--- config.mk ---
export PLATFORM = sky130hd
export DESIGN_NAME = ao_peripheral_subsystem
export DESIGN_NICKNAME = d
export VERILOG_FILES = /design/src/source/ao_periph_pkg.sv /design/src/source/ao_peripheral_subsystem.sv /design/src/source/gpio_ao.sv /design/src/source/fast_intr_ctrl.sv /design/src/source/ao_timer.sv /design/src/source/soc_ctrl_regs.sv /design/src/source/ao_bus_ctrl.sv
export VERILOG_INCLUDE_DIRS = /design/src /design/src/source
export SDC_FILE = /design/constraint.sdc
export NUM_CORES = 1
export LEC_CHECK = 0
export CORE_ASPECT_RATIO = 0.5
export CORE_MARGIN = 4
export CORE_UTILIZATION = 50
export DETAILED_ROUTE_END_ITERATION = 16
export DONT_BUFFER_PORTS = 1
export PLACE_DENSITY = 0.76
export SLEW_MARGIN = 20
export SYNTH_ARGS = -nofsm -noshare
export SYNTH_HDL_FRONTEND = slang
export SYNTH_SLANG_ARGS = --single-unit
--- constraint.sdc ---
create_clock -name clk_i -period 2.9 [get_ports clk_i]
set_input_delay 0.58 -clock clk_i [delete_from_list [all_inputs] [get_ports clk_i]]
set_output_delay 0.58 -clock clk_i [all_outputs]
set_load 0.02 [all_outputs]
--- src/source/ao_periph_macros.svh ---
//********************************************************************
// Always-on peripheral subsystem constants: bus widths, block map
// and word offsets of every register
//********************************************************************
`ifndef AO_PERIPH_MACROS_SVH
`define AO_PERIPH_MACROS_SVH

// Bus widths
`define AO_DATA_W 32
`define AO_ADDR_W 32

// Address fields
`define AO_BLK_LSB 8
`define AO_BLK_W 4
`define AO_OFF_W 6

// Block map
`define AO_NUM_BLK 4
`define AO_BLK_SOC 0
`define AO_BLK_TIMER 1
`define AO_BLK_FINTR 2
`define AO_BLK_GPIO 3

// Pin and line counts
`define AO_GPIO_W 8
`define AO_FINTR_W 15

// System control
`define AO_SOC_EXIT_VALID 0
`define AO_SOC_EXIT_VALUE 1
`define AO_SOC_BOOT_SEL 2

// Timer
`define AO_TMR_CTRL 0
`define AO_TMR_COUNT 1
`define AO_TMR_COMPARE 2
`define AO_TMR_STATUS 3

// Fast interrupt controller
`define AO_FI_PENDING 0
`define AO_FI_ENABLE 1

// GPIO
`define AO_GPIO_IN 0
`define AO_GPIO_OUT 1
`define AO_GPIO_EN 2
`define AO_GPIO_INTR_EN 3

`endif
--- src/source/ao_periph_pkg.sv ---
//********************************************************************
// Always-on peripheral types: bus words, register request and
// response structs, byte-enable write helpers
//********************************************************************
`include "ao_periph_macros.svh"

package ao_periph_pkg;

  typedef logic [`AO_DATA_W-1:0] data_t;
  typedef logic [`AO_ADDR_W-1:0] addr_t;
  typedef logic [`AO_DATA_W/8-1:0] be_t;
  typedef logic [`AO_OFF_W-1:0] reg_off_t;
  typedef logic [`AO_BLK_W-1:0] blk_sel_t;
  typedef logic [`AO_GPIO_W-1:0] gpio_t;
  typedef logic [`AO_FINTR_W-1:0] fast_intr_t;

  // Bus master side
  typedef struct packed {
    logic  req;
    logic  we;
    be_t   be;
    addr_t addr;
    data_t wdata;
  } obi_req_t;

  typedef struct packed {
    logic  gnt;
    logic  rvalid;
    data_t rdata;
  } obi_rsp_t;

  // Register block side
  typedef struct packed {
    logic     valid;
    logic     write;
    reg_off_t off;
    data_t    wdata;
    be_t      be;
  } reg_req_t;

  typedef struct packed {
    data_t rdata;
  } reg_rsp_t;

  // Expand byte enables to a bit mask
  function automatic data_t be_mask(be_t be);
    data_t mask;
    for (int i = 0; i < $bits(be_t); i++) begin
      mask[8*i +: 8] = {8{be[i]}};
    end
    return mask;
  endfunction

  // New register value after a byte-enabled write
  function automatic data_t be_write(data_t old, data_t wdata, be_t be);
    data_t mask;
    mask = be_mask(be);
    return (old & ~mask) | (wdata & mask);
  endfunction

endpackage

--- src/source/ao_peripheral_subsystem.sv ---
//********************************************************************
// Always-on peripheral subsystem: bus control in front of system
// control, timer, fast interrupt and GPIO register blocks
//********************************************************************
`timescale 1ns/100ps
`include "ao_periph_macros.svh"

module ao_peripheral_subsystem (
  input  logic                      clk_i,
  input  logic                      rst_n_i,
  input  ao_periph_pkg::obi_req_t   bus_req_i,
  output ao_periph_pkg::obi_rsp_t   bus_rsp_o,
  input  logic                      boot_select_i,
  output logic                      exit_valid_o,
  output ao_periph_pkg::data_t      exit_value_o,
  output logic                      timer_intr_o,
  input  ao_periph_pkg::fast_intr_t fast_intr_i,
  output ao_periph_pkg::fast_intr_t fast_intr_o,
  input  ao_periph_pkg::gpio_t      gpio_i,
  output ao_periph_pkg::gpio_t      gpio_o,
  output ao_periph_pkg::gpio_t      gpio_en_o,
  output ao_periph_pkg::gpio_t      intr_gpio_o
);

  // One request and response slot per block
  ao_periph_pkg::reg_req_t [`AO_NUM_BLK-1:0] blk_req;
  ao_periph_pkg::reg_rsp_t [`AO_NUM_BLK-1:0] blk_rsp;

  ao_bus_ctrl i_bus_ctrl (
    .clk_i     (clk_i),
    .rst_n_i   (rst_n_i),
    .bus_req_i (bus_req_i),
    .bus_rsp_o (bus_rsp_o),
    .blk_req_o (blk_req),
    .blk_rsp_i (blk_rsp)
  );

  soc_ctrl_regs i_soc_ctrl (
    .clk_i         (clk_i),
    .rst_n_i       (rst_n_i),
    .reg_req_i     (blk_req[`AO_BLK_SOC]),
    .reg_rsp_o     (blk_rsp[`AO_BLK_SOC]),
    .boot_select_i (boot_select_i),
    .exit_valid_o  (exit_valid_o),
    .exit_value_o  (exit_value_o)
  );

  ao_timer i_timer (
    .clk_i        (clk_i),
    .rst_n_i      (rst_n_i),
    .reg_req_i    (blk_req[`AO_BLK_TIMER]),
    .reg_rsp_o    (blk_rsp[`AO_BLK_TIMER]),
    .timer_intr_o (timer_intr_o)
  );

  fast_intr_ctrl i_fast_intr_ctrl (
    .clk_i       (clk_i),
    .rst_n_i     (rst_n_i),
    .reg_req_i   (blk_req[`AO_BLK_FINTR]),
    .reg_rsp_o   (blk_rsp[`AO_BLK_FINTR]),
    .fast_intr_i (fast_intr_i),
    .fast_intr_o (fast_intr_o)
  );

  gpio_ao i_gpio (
    .clk_i       (clk_i),
    .rst_n_i     (rst_n_i),
    .reg_req_i   (blk_req[`AO_BLK_GPIO]),
    .reg_rsp_o   (blk_rsp[`AO_BLK_GPIO]),
    .gpio_i      (gpio_i),
    .gpio_o      (gpio_o),
    .gpio_en_o   (gpio_en_o),
    .intr_gpio_o (intr_gpio_o)
  );

endmodule

--- src/source/gpio_ao.sv ---
//********************************************************************
// Always-on GPIO: output and direction registers, synchronised
// input and per-pin level interrupts
//********************************************************************
`timescale 1ns/100ps
`include "ao_periph_macros.svh"

module gpio_ao (
  input  logic                    clk_i,
  input  logic                    rst_n_i,
  input  ao_periph_pkg::reg_req_t reg_req_i,
  output ao_periph_pkg::reg_rsp_t reg_rsp_o,
  input  ao_periph_pkg::gpio_t    gpio_i,
  output ao_periph_pkg::gpio_t    gpio_o,
  output ao_periph_pkg::gpio_t    gpio_en_o,
  output ao_periph_pkg::gpio_t    intr_gpio_o
);

  logic                 wr_en;
  ao_periph_pkg::gpio_t sync_q1;
  ao_periph_pkg::gpio_t sync_q2;
  ao_periph_pkg::gpio_t out_q;
  ao_periph_pkg::gpio_t en_q;
  ao_periph_pkg::gpio_t intr_en_q;
  ao_periph_pkg::data_t out_wr;
  ao_periph_pkg::data_t en_wr;
  ao_periph_pkg::data_t intr_en_wr;

  assign wr_en = reg_req_i.valid && reg_req_i.write;

  assign out_wr     = ao_periph_pkg::be_write(ao_periph_pkg::data_t'(out_q),
                                              reg_req_i.wdata, reg_req_i.be);
  assign en_wr      = ao_periph_pkg::be_write(ao_periph_pkg::data_t'(en_q),
                                              reg_req_i.wdata, reg_req_i.be);
  assign intr_en_wr = ao_periph_pkg::be_write(ao_periph_pkg::data_t'(intr_en_q),
                                              reg_req_i.wdata, reg_req_i.be);

  // Two-stage synchroniser on the pads
  always_ff @(posedge clk_i or negedge rst_n_i) begin
    if (!rst_n_i) begin
      sync_q1 <= '0;
      sync_q2 <= '0;
    end else begin
      sync_q1 <= gpio_i;
      sync_q2 <= sync_q1;
    end
  end

  always_ff @(posedge clk_i or negedge rst_n_i) begin
    if (!rst_n_i) begin
      out_q     <= '0;
      en_q      <= '0;
      intr_en_q <= '0;
    end else if (wr_en) begin
      case (reg_req_i.off)
        `AO_GPIO_OUT:     out_q     <= out_wr[`AO_GPIO_W-1:0];
        `AO_GPIO_EN:      en_q      <= en_wr[`AO_GPIO_W-1:0];
        `AO_GPIO_INTR_EN: intr_en_q <= intr_en_wr[`AO_GPIO_W-1:0];
        default: ;
      endcase
    end
  end

  // Input register is read only
  always_comb begin
    reg_rsp_o.rdata = '0;
    case (reg_req_i.off)
      `AO_GPIO_IN:      reg_rsp_o.rdata = ao_periph_pkg::data_t'(sync_q2);
      `AO_GPIO_OUT:     reg_rsp_o.rdata = ao_periph_pkg::data_t'(out_q);
      `AO_GPIO_EN:      reg_rsp_o.rdata = ao_periph_pkg::data_t'(en_q);
      `AO_GPIO_INTR_EN: reg_rsp_o.rdata = ao_periph_pkg::data_t'(intr_en_q);
      default: ;
    endcase
  end

  assign gpio_o      = out_q;
  assign gpio_en_o   = en_q;
  assign intr_gpio_o = sync_q2 & intr_en_q;

endmodule

--- src/source/fast_intr_ctrl.sv ---
//********************************************************************
// Fast interrupt controller: sticky pending bits masked by enable
//********************************************************************
`timescale 1ns/100ps
`include "ao_periph_macros.svh"

module fast_intr_ctrl (
  input  logic                      clk_i,
  input  logic                      rst_n_i,
  input  ao_periph_pkg::reg_req_t   reg_req_i,
  output ao_periph_pkg::reg_rsp_t   reg_rsp_o,
  input  ao_periph_pkg::fast_intr_t fast_intr_i,
  output ao_periph_pkg::fast_intr_t fast_intr_o
);

  logic                      wr_en;
  ao_periph_pkg::fast_intr_t pending_q;
  ao_periph_pkg::fast_intr_t enable_q;
  ao_periph_pkg::fast_intr_t pending_clr;
  ao_periph_pkg::data_t      enable_wr;
  ao_periph_pkg::data_t      clr_mask;

  assign wr_en = reg_req_i.valid && reg_req_i.write;

  assign enable_wr = ao_periph_pkg::be_write(ao_periph_pkg::data_t'(enable_q),
                                             reg_req_i.wdata, reg_req_i.be);
  assign clr_mask  = reg_req_i.wdata & ao_periph_pkg::be_mask(reg_req_i.be);

  always_comb begin
    pending_clr = '0;
    if (wr_en && (reg_req_i.off == `AO_FI_PENDING)) begin
      pending_clr = clr_mask[`AO_FINTR_W-1:0];
    end
  end

  // A line still high wins over the clear
  always_ff @(posedge clk_i or negedge rst_n_i) begin
    if (!rst_n_i) begin
      pending_q <= '0;
      enable_q  <= '0;
    end else begin
      pending_q <= (pending_q & ~pending_clr) | fast_intr_i;
      if (wr_en && (reg_req_i.off == `AO_FI_ENABLE)) begin
        enable_q <= enable_wr[`AO_FINTR_W-1:0];
      end
    end
  end

  always_comb begin
    reg_rsp_o.rdata = '0;
    case (reg_req_i.off)
      `AO_FI_PENDING: reg_rsp_o.rdata = ao_periph_pkg::data_t'(pending_q);
      `AO_FI_ENABLE:  reg_rsp_o.rdata = ao_periph_pkg::data_t'(enable_q);
      default: ;
    endcase
  end

  assign fast_intr_o = pending_q & enable_q;

endmodule

--- src/source/ao_timer.sv ---
//********************************************************************
// Compare timer: 32-bit counter with enable and load, sticky
// status bit on a match drives the interrupt
//********************************************************************
`timescale 1ns/100ps
`include "ao_periph_macros.svh"

module ao_timer (
  input  logic                    clk_i,
  input  logic                    rst_n_i,
  input  ao_periph_pkg::reg_req_t reg_req_i,
  output ao_periph_pkg::reg_rsp_t reg_rsp_o,
  output logic                    timer_intr_o
);

  logic                 wr_en;
  logic                 en_q;
  logic                 status_q;
  ao_periph_pkg::data_t count_q;
  ao_periph_pkg::data_t compare_q;
  ao_periph_pkg::data_t ctrl_wr;
  ao_periph_pkg::data_t count_wr;
  ao_periph_pkg::data_t compare_wr;
  logic                 match;
  logic                 status_clr;

  assign wr_en = reg_req_i.valid && reg_req_i.write;

  assign ctrl_wr    = ao_periph_pkg::be_write(ao_periph_pkg::data_t'(en_q),
                                              reg_req_i.wdata, reg_req_i.be);
  assign count_wr   = ao_periph_pkg::be_write(count_q, reg_req_i.wdata, reg_req_i.be);
  assign compare_wr = ao_periph_pkg::be_write(compare_q, reg_req_i.wdata, reg_req_i.be);

  assign match      = en_q && (count_q == compare_q);
  // Write 1 to clear, only through byte lane 0
  assign status_clr = wr_en && (reg_req_i.off == `AO_TMR_STATUS) &&
                      reg_req_i.wdata[0] && reg_req_i.be[0];

  always_ff @(posedge clk_i or negedge rst_n_i) begin
    if (!rst_n_i) begin
      en_q      <= 1'b0;
      count_q   <= '0;
      compare_q <= '0;
      status_q  <= 1'b0;
    end else begin
      if (wr_en && (reg_req_i.off == `AO_TMR_CTRL)) begin
        en_q <= ctrl_wr[0];
      end
      // Software load beats the increment
      if (wr_en && (reg_req_i.off == `AO_TMR_COUNT)) begin
        count_q <= count_wr;
      end else if (en_q) begin
        count_q <= count_q + 1'b1;
      end
      if (wr_en && (reg_req_i.off == `AO_TMR_COMPARE)) begin
        compare_q <= compare_wr;
      end
      if (match) begin
        status_q <= 1'b1;
      end else if (status_clr) begin
        status_q <= 1'b0;
      end
    end
  end

  always_comb begin
    reg_rsp_o.rdata = '0;
    case (reg_req_i.off)
      `AO_TMR_CTRL:    reg_rsp_o.rdata = ao_periph_pkg::data_t'(en_q);
      `AO_TMR_COUNT:   reg_rsp_o.rdata = count_q;
      `AO_TMR_COMPARE: reg_rsp_o.rdata = compare_q;
      `AO_TMR_STATUS:  reg_rsp_o.rdata = ao_periph_pkg::data_t'(status_q);
      default: ;
    endcase
  end

  assign timer_intr_o = status_q;

endmodule

--- src/source/soc_ctrl_regs.sv ---
//********************************************************************
// System control registers: exit flag, exit value, boot select
//********************************************************************
`timescale 1ns/100ps
`include "ao_periph_macros.svh"

module soc_ctrl_regs (
  input  logic                    clk_i,
  input  logic                    rst_n_i,
  input  ao_periph_pkg::reg_req_t reg_req_i,
  output ao_periph_pkg::reg_rsp_t reg_rsp_o,
  input  logic                    boot_select_i,
  output logic                    exit_valid_o,
  output ao_periph_pkg::data_t    exit_value_o
);

  logic                 wr_en;
  logic                 exit_valid_q;
  ao_periph_pkg::data_t exit_value_q;
  ao_periph_pkg::data_t exit_valid_wr;
  ao_periph_pkg::data_t exit_value_wr;

  assign wr_en = reg_req_i.valid && reg_req_i.write;

  assign exit_valid_wr = ao_periph_pkg::be_write(ao_periph_pkg::data_t'(exit_valid_q),
                                                 reg_req_i.wdata, reg_req_i.be);
  assign exit_value_wr = ao_periph_pkg::be_write(exit_value_q, reg_req_i.wdata, reg_req_i.be);

  always_ff @(posedge clk_i or negedge rst_n_i) begin
    if (!rst_n_i) begin
      exit_valid_q <= 1'b0;
      exit_value_q <= '0;
    end else if (wr_en) begin
      case (reg_req_i.off)
        `AO_SOC_EXIT_VALID: exit_valid_q <= exit_valid_wr[0];
        `AO_SOC_EXIT_VALUE: exit_value_q <= exit_value_wr;
        default: ;
      endcase
    end
  end

  always_comb begin
    reg_rsp_o.rdata = '0;
    case (reg_req_i.off)
      `AO_SOC_EXIT_VALID: reg_rsp_o.rdata = ao_periph_pkg::data_t'(exit_valid_q);
      `AO_SOC_EXIT_VALUE: reg_rsp_o.rdata = exit_value_q;
      `AO_SOC_BOOT_SEL:   reg_rsp_o.rdata = ao_periph_pkg::data_t'(boot_select_i);
      default: ;
    endcase
  end

  assign exit_valid_o = exit_valid_q;
  assign exit_value_o = exit_value_q;

endmodule

--- src/source/ao_bus_ctrl.sv ---
//********************************************************************
// Bus front end: decodes block and offset, grants at once and
// returns the registered read data one cycle later
//********************************************************************
`timescale 1ns/100ps
`include "ao_periph_macros.svh"

module ao_bus_ctrl (
  input  logic                                     clk_i,
  input  logic                                     rst_n_i,
  input  ao_periph_pkg::obi_req_t                  bus_req_i,
  output ao_periph_pkg::obi_rsp_t                  bus_rsp_o,
  output ao_periph_pkg::reg_req_t [`AO_NUM_BLK-1:0] blk_req_o,
  input  ao_periph_pkg::reg_rsp_t [`AO_NUM_BLK-1:0] blk_rsp_i
);

  ao_periph_pkg::blk_sel_t blk_sel;
  ao_periph_pkg::reg_off_t reg_off;
  ao_periph_pkg::data_t    rdata_sel;
  ao_periph_pkg::data_t    rdata_q;
  logic                    rvalid_q;

  assign blk_sel = bus_req_i.addr[`AO_BLK_LSB +: `AO_BLK_W];
  // Word offset sits just above the byte lane bits
  assign reg_off = bus_req_i.addr[2 +: `AO_OFF_W];

  // Fan the request out, only the addressed block sees valid
  always_comb begin
    for (int i = 0; i < `AO_NUM_BLK; i++) begin
      blk_req_o[i].valid = bus_req_i.req && (blk_sel == ao_periph_pkg::blk_sel_t'(i));
      blk_req_o[i].write = bus_req_i.we;
      blk_req_o[i].off   = reg_off;
      blk_req_o[i].wdata = bus_req_i.wdata;
      blk_req_o[i].be    = bus_req_i.be;
    end
  end

  // Read mux, indices past the last block fall through to zero
  always_comb begin
    rdata_sel = '0;
    for (int i = 0; i < `AO_NUM_BLK; i++) begin
      if (blk_sel == ao_periph_pkg::blk_sel_t'(i)) begin
        rdata_sel = blk_rsp_i[i].rdata;
      end
    end
  end

  always_ff @(posedge clk_i or negedge rst_n_i) begin
    if (!rst_n_i) begin
      rvalid_q <= 1'b0;
    end else begin
      rvalid_q <= bus_req_i.req;
    end
  end

  // Writes return zero data
  always_ff @(posedge clk_i) begin
    if (bus_req_i.req) begin
      rdata_q <= bus_req_i.we ? '0 : rdata_sel;
    end
  end

  // No back-pressure, every request is taken right away
  assign bus_rsp_o.gnt    = bus_req_i.req;
  assign bus_rsp_o.rvalid = rvalid_q;
  assign bus_rsp_o.rdata  = rdata_q;

endmodule

After elaboration in Yosys (flattened, before gate mapping) --
Cells that the tools add are included.
Operators by class: mux-type cells 13, reduce and logical (&&, ||, !) cells 26, bitwise gates (word level) 25, add/sub/neg operators 1, equal/unequal tests 7
Operators with widths (count):
- $mux 32 | 6
- $and 32x32->32 | 4
- $pmux 32 s4 | 1
- $or 32x32->32 | 3
- $pmux 32 s3 | 1
- $and 15x15->15 | 3
- $add 32x1->32 const B | 1
- $and 8x8->8 | 4
- $eq 32x32->1 | 1
- $not 32->32 | 1
- $pmux 8 s4 | 1
- $or 15x15->15 | 2
- $pmux 15 s2 | 1
- $or 8x8->8 | 3
- $logic_and 1x1->1 | 17
- $mux 15 | 1
- $not 15->15 | 1
- $eq 6x2->1 const B | 2
- $reduce_and 2->1 | 5
- $eq 4x2->1 const B | 2
- $eq 6x1->1 const B | 1
- $logic_not 6->1 | 1
- $eq 4x1->1 const B | 1
- $logic_not 4->1 | 1
- 4 further kinds | 8
Storage, ports and cells: output and inout bits 107, flip-flop bits (word level) 202, bits of input ports 96

Depth between registers and ports, before layout --
depth in word-level cells 8, gate-level depth with buffers 9, mapped depth without buffers 6

Modules after synthesis --
From an unflattened synthesis, not the netlist that was laid out.
Unflattened totals: cell total of the unflattened synthesis 1233, area total of the unflattened synthesis 12715.9 um^2
By module, submodules not included:
- ao_timer | cells each 428, area an instance 4182.8 um^2, sequential area each 1651.6 um^2, instances 1
- ao_bus_ctrl | cells each 399, area an instance 3489.6 um^2, sequential area each 985.9 um^2, instances 1
- gpio_ao | cells each 134, area an instance 1795.5 um^2, sequential area each 1001.0 um^2, instances 1
- fast_intr_ctrl | cells each 158, area an instance 1711.6 um^2, sequential area each 750.7 um^2, instances 1
- soc_ctrl_regs | cells each 114, area an instance 1536.5 um^2, sequential area each 825.8 um^2, instances 1

Worst setup path after synthesis --
No wires, ideal clock.
path type input to register, start in bus_req_i[37] in the netlist's numbering, end reg with a tool-made name, data arrival time 2.197 ns, cell stages on the path 4, data required time 2.775 ns, slack 0.578 ns, cells stage by stage or4_4 -> or3_4 -> nor3_4 -> mux2_2
RTL lines:
- start: declaration | line ao_peripheral_subsystem.sv:11 | input ao_periph_pkg::obi_req_t bus_req_i,

==> tab_implementation.tex <==
\begin{tabular}{lr}
\hline
Metric & Value \\
\hline
\multicolumn{2}{l}{\textbf{Synth}} \\
Number of flops mapped to enable cells by yosys & 32 \\
Adder-cell area share of the yosys netlist & 0.1256\% \\
Leading post-synthesis cells by cell area & dfrtp\_1, mux2\_2, edfxtp\_1, nand2\_1, mux4\_2 \\
Proportion of register bits with asynchronous set or reset after synthesis & 84.16\% \\
Post-synthesis cell area & 9963 sq um \\
Count of state elements after synthesis & 202 \\
Share of the synthesized area in compound gates (AO/OA/AOI/OAI) & 13.29\% \\
Main combinational cell family by area after synthesis & simple AND/OR/NAND/NOR gates \\
Leading register cell type out of synthesis & dfrtp\_1 \\
Mux contribution to synthesized area & 13.88\% \\
Cell taking the most area after synthesis & dfrtp\_1 \\
Post-Syn Instances & 863 \\
Mean instance size in the synthesized netlist & 11.54 sq um \\
Post-synth cell types & 66 \\
Net count of the mapped netlist & 960 \\
Sequential area share after synthesis & 52.34\% \\
Post-Synth XOR/XNOR Area & 3.077\% \\
Simple-Gate Fraction of Synth Area & 14.64\% \\
Top-area cell type share of the netlist area & 42.70\% \\
Synthesis Warnings & 0 \\
\multicolumn{2}{l}{\textbf{Detailed routing}} \\
WL final & 28930 um \\
Routed wire per std cell & 25.42 um \\
First-iteration detailed-routing DRC count & 659 \\
DR vias/cell & 6.520 \\
Remaining DRCs & 0 \\
ANT nets after route & 0 \\
Via count of the routed design & 7420 \\
Drt first pass iters & 5 \\
\multicolumn{2}{l}{\textbf{Worst setup path}} \\
Critical path start-end classification & register to register \\
Critical path data required time & 3.33 ns \\
Largest stage delay on the critical path & 0.59 ns \\
CP top delay family & simple AND/OR/NAND/NOR gates \\
Critical Path Fanout Max & 8 \\
Count of buffering cells on the critical path with inverters included & 0 \\
Arrival time at the worst endpoint & 2.64 ns \\
Ordered list of cells on the worst path & nand4\_2 -> or4\_1 -> or4\_1 -> xor2\_1 -> a21oi\_1 \\
Slowest cell on the critical path & or4\_1 \\
Startpoint type of the worst setup path & register \\
CP Capture Type & register \\
Crit path top cell by count & or4\_1 \\
\multicolumn{2}{l}{\textbf{Die}} \\
Width of the die & 207.6 um \\
Row count & 36 \\
Number of top-level pins & 203 \\
Die Y-Extent & 107.8 um \\
Placeable core region & 19500 sq um \\
Effective utilization at floorplan & 51.08\% \\
Area enclosed by the die boundary & 22390 sq um \\
\multicolumn{2}{l}{\textbf{Run}} \\
Number of violations of the max-capacitance limit & 0 \\
\multicolumn{2}{l}{\textbf{Timing}} \\
TNS Setup & 0 ns \\
Setup clock skew after layout & 0.01653 ns \\
Least-Margin Pin Slew & 0.7811 ns \\
Final Max Tran Viols & 0 \\
Final clock period utilization by the worst path & 75.93\% \\
Worst-case headroom to the max-slew limit & 47.73\% \\
Number of hold-slack violations in the final timing report & 170 \\
Unrepaired setup endpoints after global routing & no \\
Fmax & 454.1 MHz \\
Min Hold Slack & -0.2331 ns \\
Minimum clock period after layout & 2.202 ns \\
Slack of the critical path & 0.6981 ns \\
Count of final setup violators & 0 \\
\multicolumn{2}{l}{\textbf{Final layout}} \\
Commonest non-fill, non-tap cell in the layout & dfrtp\_1 \\
Post-layout instance area & 10960 sq um \\
Area Overhead vs Synth & 9.997\% \\
Leading cell types in the layout, fill and taps excluded & dfrtp\_1, mux2\_2, nand2\_1 \\
Layout net count & 955 \\
Fill count & 1646 \\
Diodes inserted & 0 \\
Core Util, Final & 56.19\% \\
Proportion of layout cells with a drive suffix above 1 & 22.94\% \\
\multicolumn{2}{l}{\textbf{Placement}} \\
Gpl congestion & 0.9081 \\
Worst Setup Slack post-DPL & 0.3302 ns \\
Placement-stage cell area & 10300 sq um \\
Number of I/O port buffers & 0 \\
DP HPWL & 20290 um \\
\multicolumn{2}{l}{\textbf{GRT}} \\
Largest net degree at the start of global routing & 171 \\
Wire length of the first global-routing pass & 44820 um \\
Initial antenna violation count & 1 \\
Remaining global-route overflow & 0 \\
Via count of the first global-routing pass & 7267 \\
GRT Util Overall & 25.48\% \\
\multicolumn{2}{l}{\textbf{Clock tree}} \\
Insertion delay of the later-clocked pin in the worst-skew pair & 0.51 ns \\
Number of clock sinks seen by CTS & 202 \\
Clock-pin slew of the registers on the worst-case setup and hold paths & 0.07 ns \\
Post-CTS Resized & 0 \\
Number of H-tree levels & 1 \\
TritonCTS clock tree & built \\
Maximum clock insertion buffer count & 3 \\
Cell at the root of the clock tree & clkbuf\_16 \\
Total clock buffers created by CTS & 20 \\
\multicolumn{2}{l}{\textbf{Power}} \\
Share of total power in the clock network & 46.2\% \\
Worst IR drop on VDD & 0.0003536 V \\
Leak & 0.004573 uW \\
Sw Ratio & 22.24\% \\
Sw Pwr & 1283 uW \\
Cell Pwr Density & 526.2 nW/um\^{}2 \\
Cell-internal power & 4484 uW \\
Share of power burned in registers & 51.5\% \\
Part of the power in combinational logic & 2.2\% \\
\multicolumn{2}{l}{\textbf{Worst hold path}} \\
Path class of the lowest-slack min-delay path & input pin to async pin \\
\multicolumn{2}{l}{\textbf{Status}} \\
Violated checks & negative hold slack \\
Status & finished, violations left \\
\hline
\end{tabular}
==> per-stage QoR <==
| step | instances | power (uW) | hold slack [ns] |
|---|---|---|---|
| 2_1_floorplan | 863 | 3122 | 0.2844 |
| 3_3_place_gp | 1102 | 3147 | 0.2879 |
| 3_5_place_dp | 1102 | 3152 | 0.2874 |
| 4_1_cts | 1138 | 5804 | -0.2456 |
| 5_1_grt | 1138 | 5931 | -0.2454 |
| 6_report | 1138 | 5767 | -0.2331 |
==> synthesized netlist by cell type, types with 7 or more instances <==
| cell | count |
|---|---|
| xnor2_1 | 19 |
| nor3_1 | 11 |
| nor4_1 | 12 |
| xor2_1 | 16 |
| a22oi_1 | 13 |
| a2bb2oi_1 | 13 |
| nand4_1 | 15 |
| edfxtp_1 | 32 |
| a221oi_1 | 15 |
| nand2_1 | 58 |
| nor2_1 | 52 |
| a21oi_1 | 39 |
| inv_1 | 7 |
| a21o_1 | 16 |
| mux4_2 | 9 |
| dfrtp_1 | 170 |
| clkbuf_1 | 31 |
| a211oi_1 | 16 |
| nand3_1 | 29 |
| o21ai_0 | 17 |
| and2_1 | 29 |
| buf_2 | 16 |
| or3_1 | 9 |
| and3_1 | 12 |
| mux2_2 | 103 |
==> per-layer routing <==
metal / track usage (%) / up-vias / share of wire (%)
met4: 7.541 / 2 / 3.1
met1: 36.12 / 3745 / 43
met2: 38.63 / 371 / 44
met3: 7.132 / 71 / 9.2
met5: 0 / - / 0.045
li1: - / 3231 / -
==> final timing paths <==
kind	startpoint	endpoint	slack [ns]	cells after the start
setup / recovery	register	register	0.70	5
hold / removal	rst_n_i	i_bus_ctrl.rvalid_q	-0.23	0
setup reg to reg	register	register	0.70	5
hold reg to reg	i_gpio.sync_q1[1]	i_gpio.sync_q2[1]	0.35	0
max in group asynchronous	rst_n_i	i_gpio.sync_q1[4]	2.86	0
min in group clk_i	gpio_i[5]	i_gpio.sync_q1[5]	0.09	0
==> worst reg2reg max path: stages (launching register included) <==
cell and delay, ns:
dfrtp_1 0.51, nand4_2 0.20, or4_1 0.59, or4_1 0.54
xor2_1 0.16, a21oi_1 0.14
==> kinds of logic (layout without fill, tap and decap cells) <==
family / Yosys count / after routing
simple gates: 267 / 267
flops: 202 / 202
compound gates: 183 / 183
mux: 114 / 114
buf+inv: 61 / 70
xor+xnor: 35 / 35
fa+ha+maj: 1 / 1
==> cell type report <==
class	count	area (sq um)	share of cell area, %
sequential	202	5215	47.59
multi-input combinational	600	4496	41.02
clock buffer	24	535.5	4.886
tap	266	332.8	3.037
timing repair buffer	27	227.7	2.078
clock inverter	12	126.4	1.153
inverter	7	26.28	0.2398
==> power by group through the flow <==
stage / combinational (uW) / sequential (uW) / clock (uW)
2_1_floorplan: 107 / 3020 / 0
3_3_place_gp: 122 / 3030 / 0
3_5_place_dp: 124 / 3030 / 0
4_1_cts: 126 / 2970 / 2710
5_1_grt: 137 / 2970 / 2820
6_report: 128 / 2970 / 2670
==> what timing repair did <==
action	in CTS	in global routing
setup buffers	0	0
endpoints found under the hold margin	170	170
endpoints found under the setup margin	0	0
No activity file was read; power rests on OpenSTA's default activity.
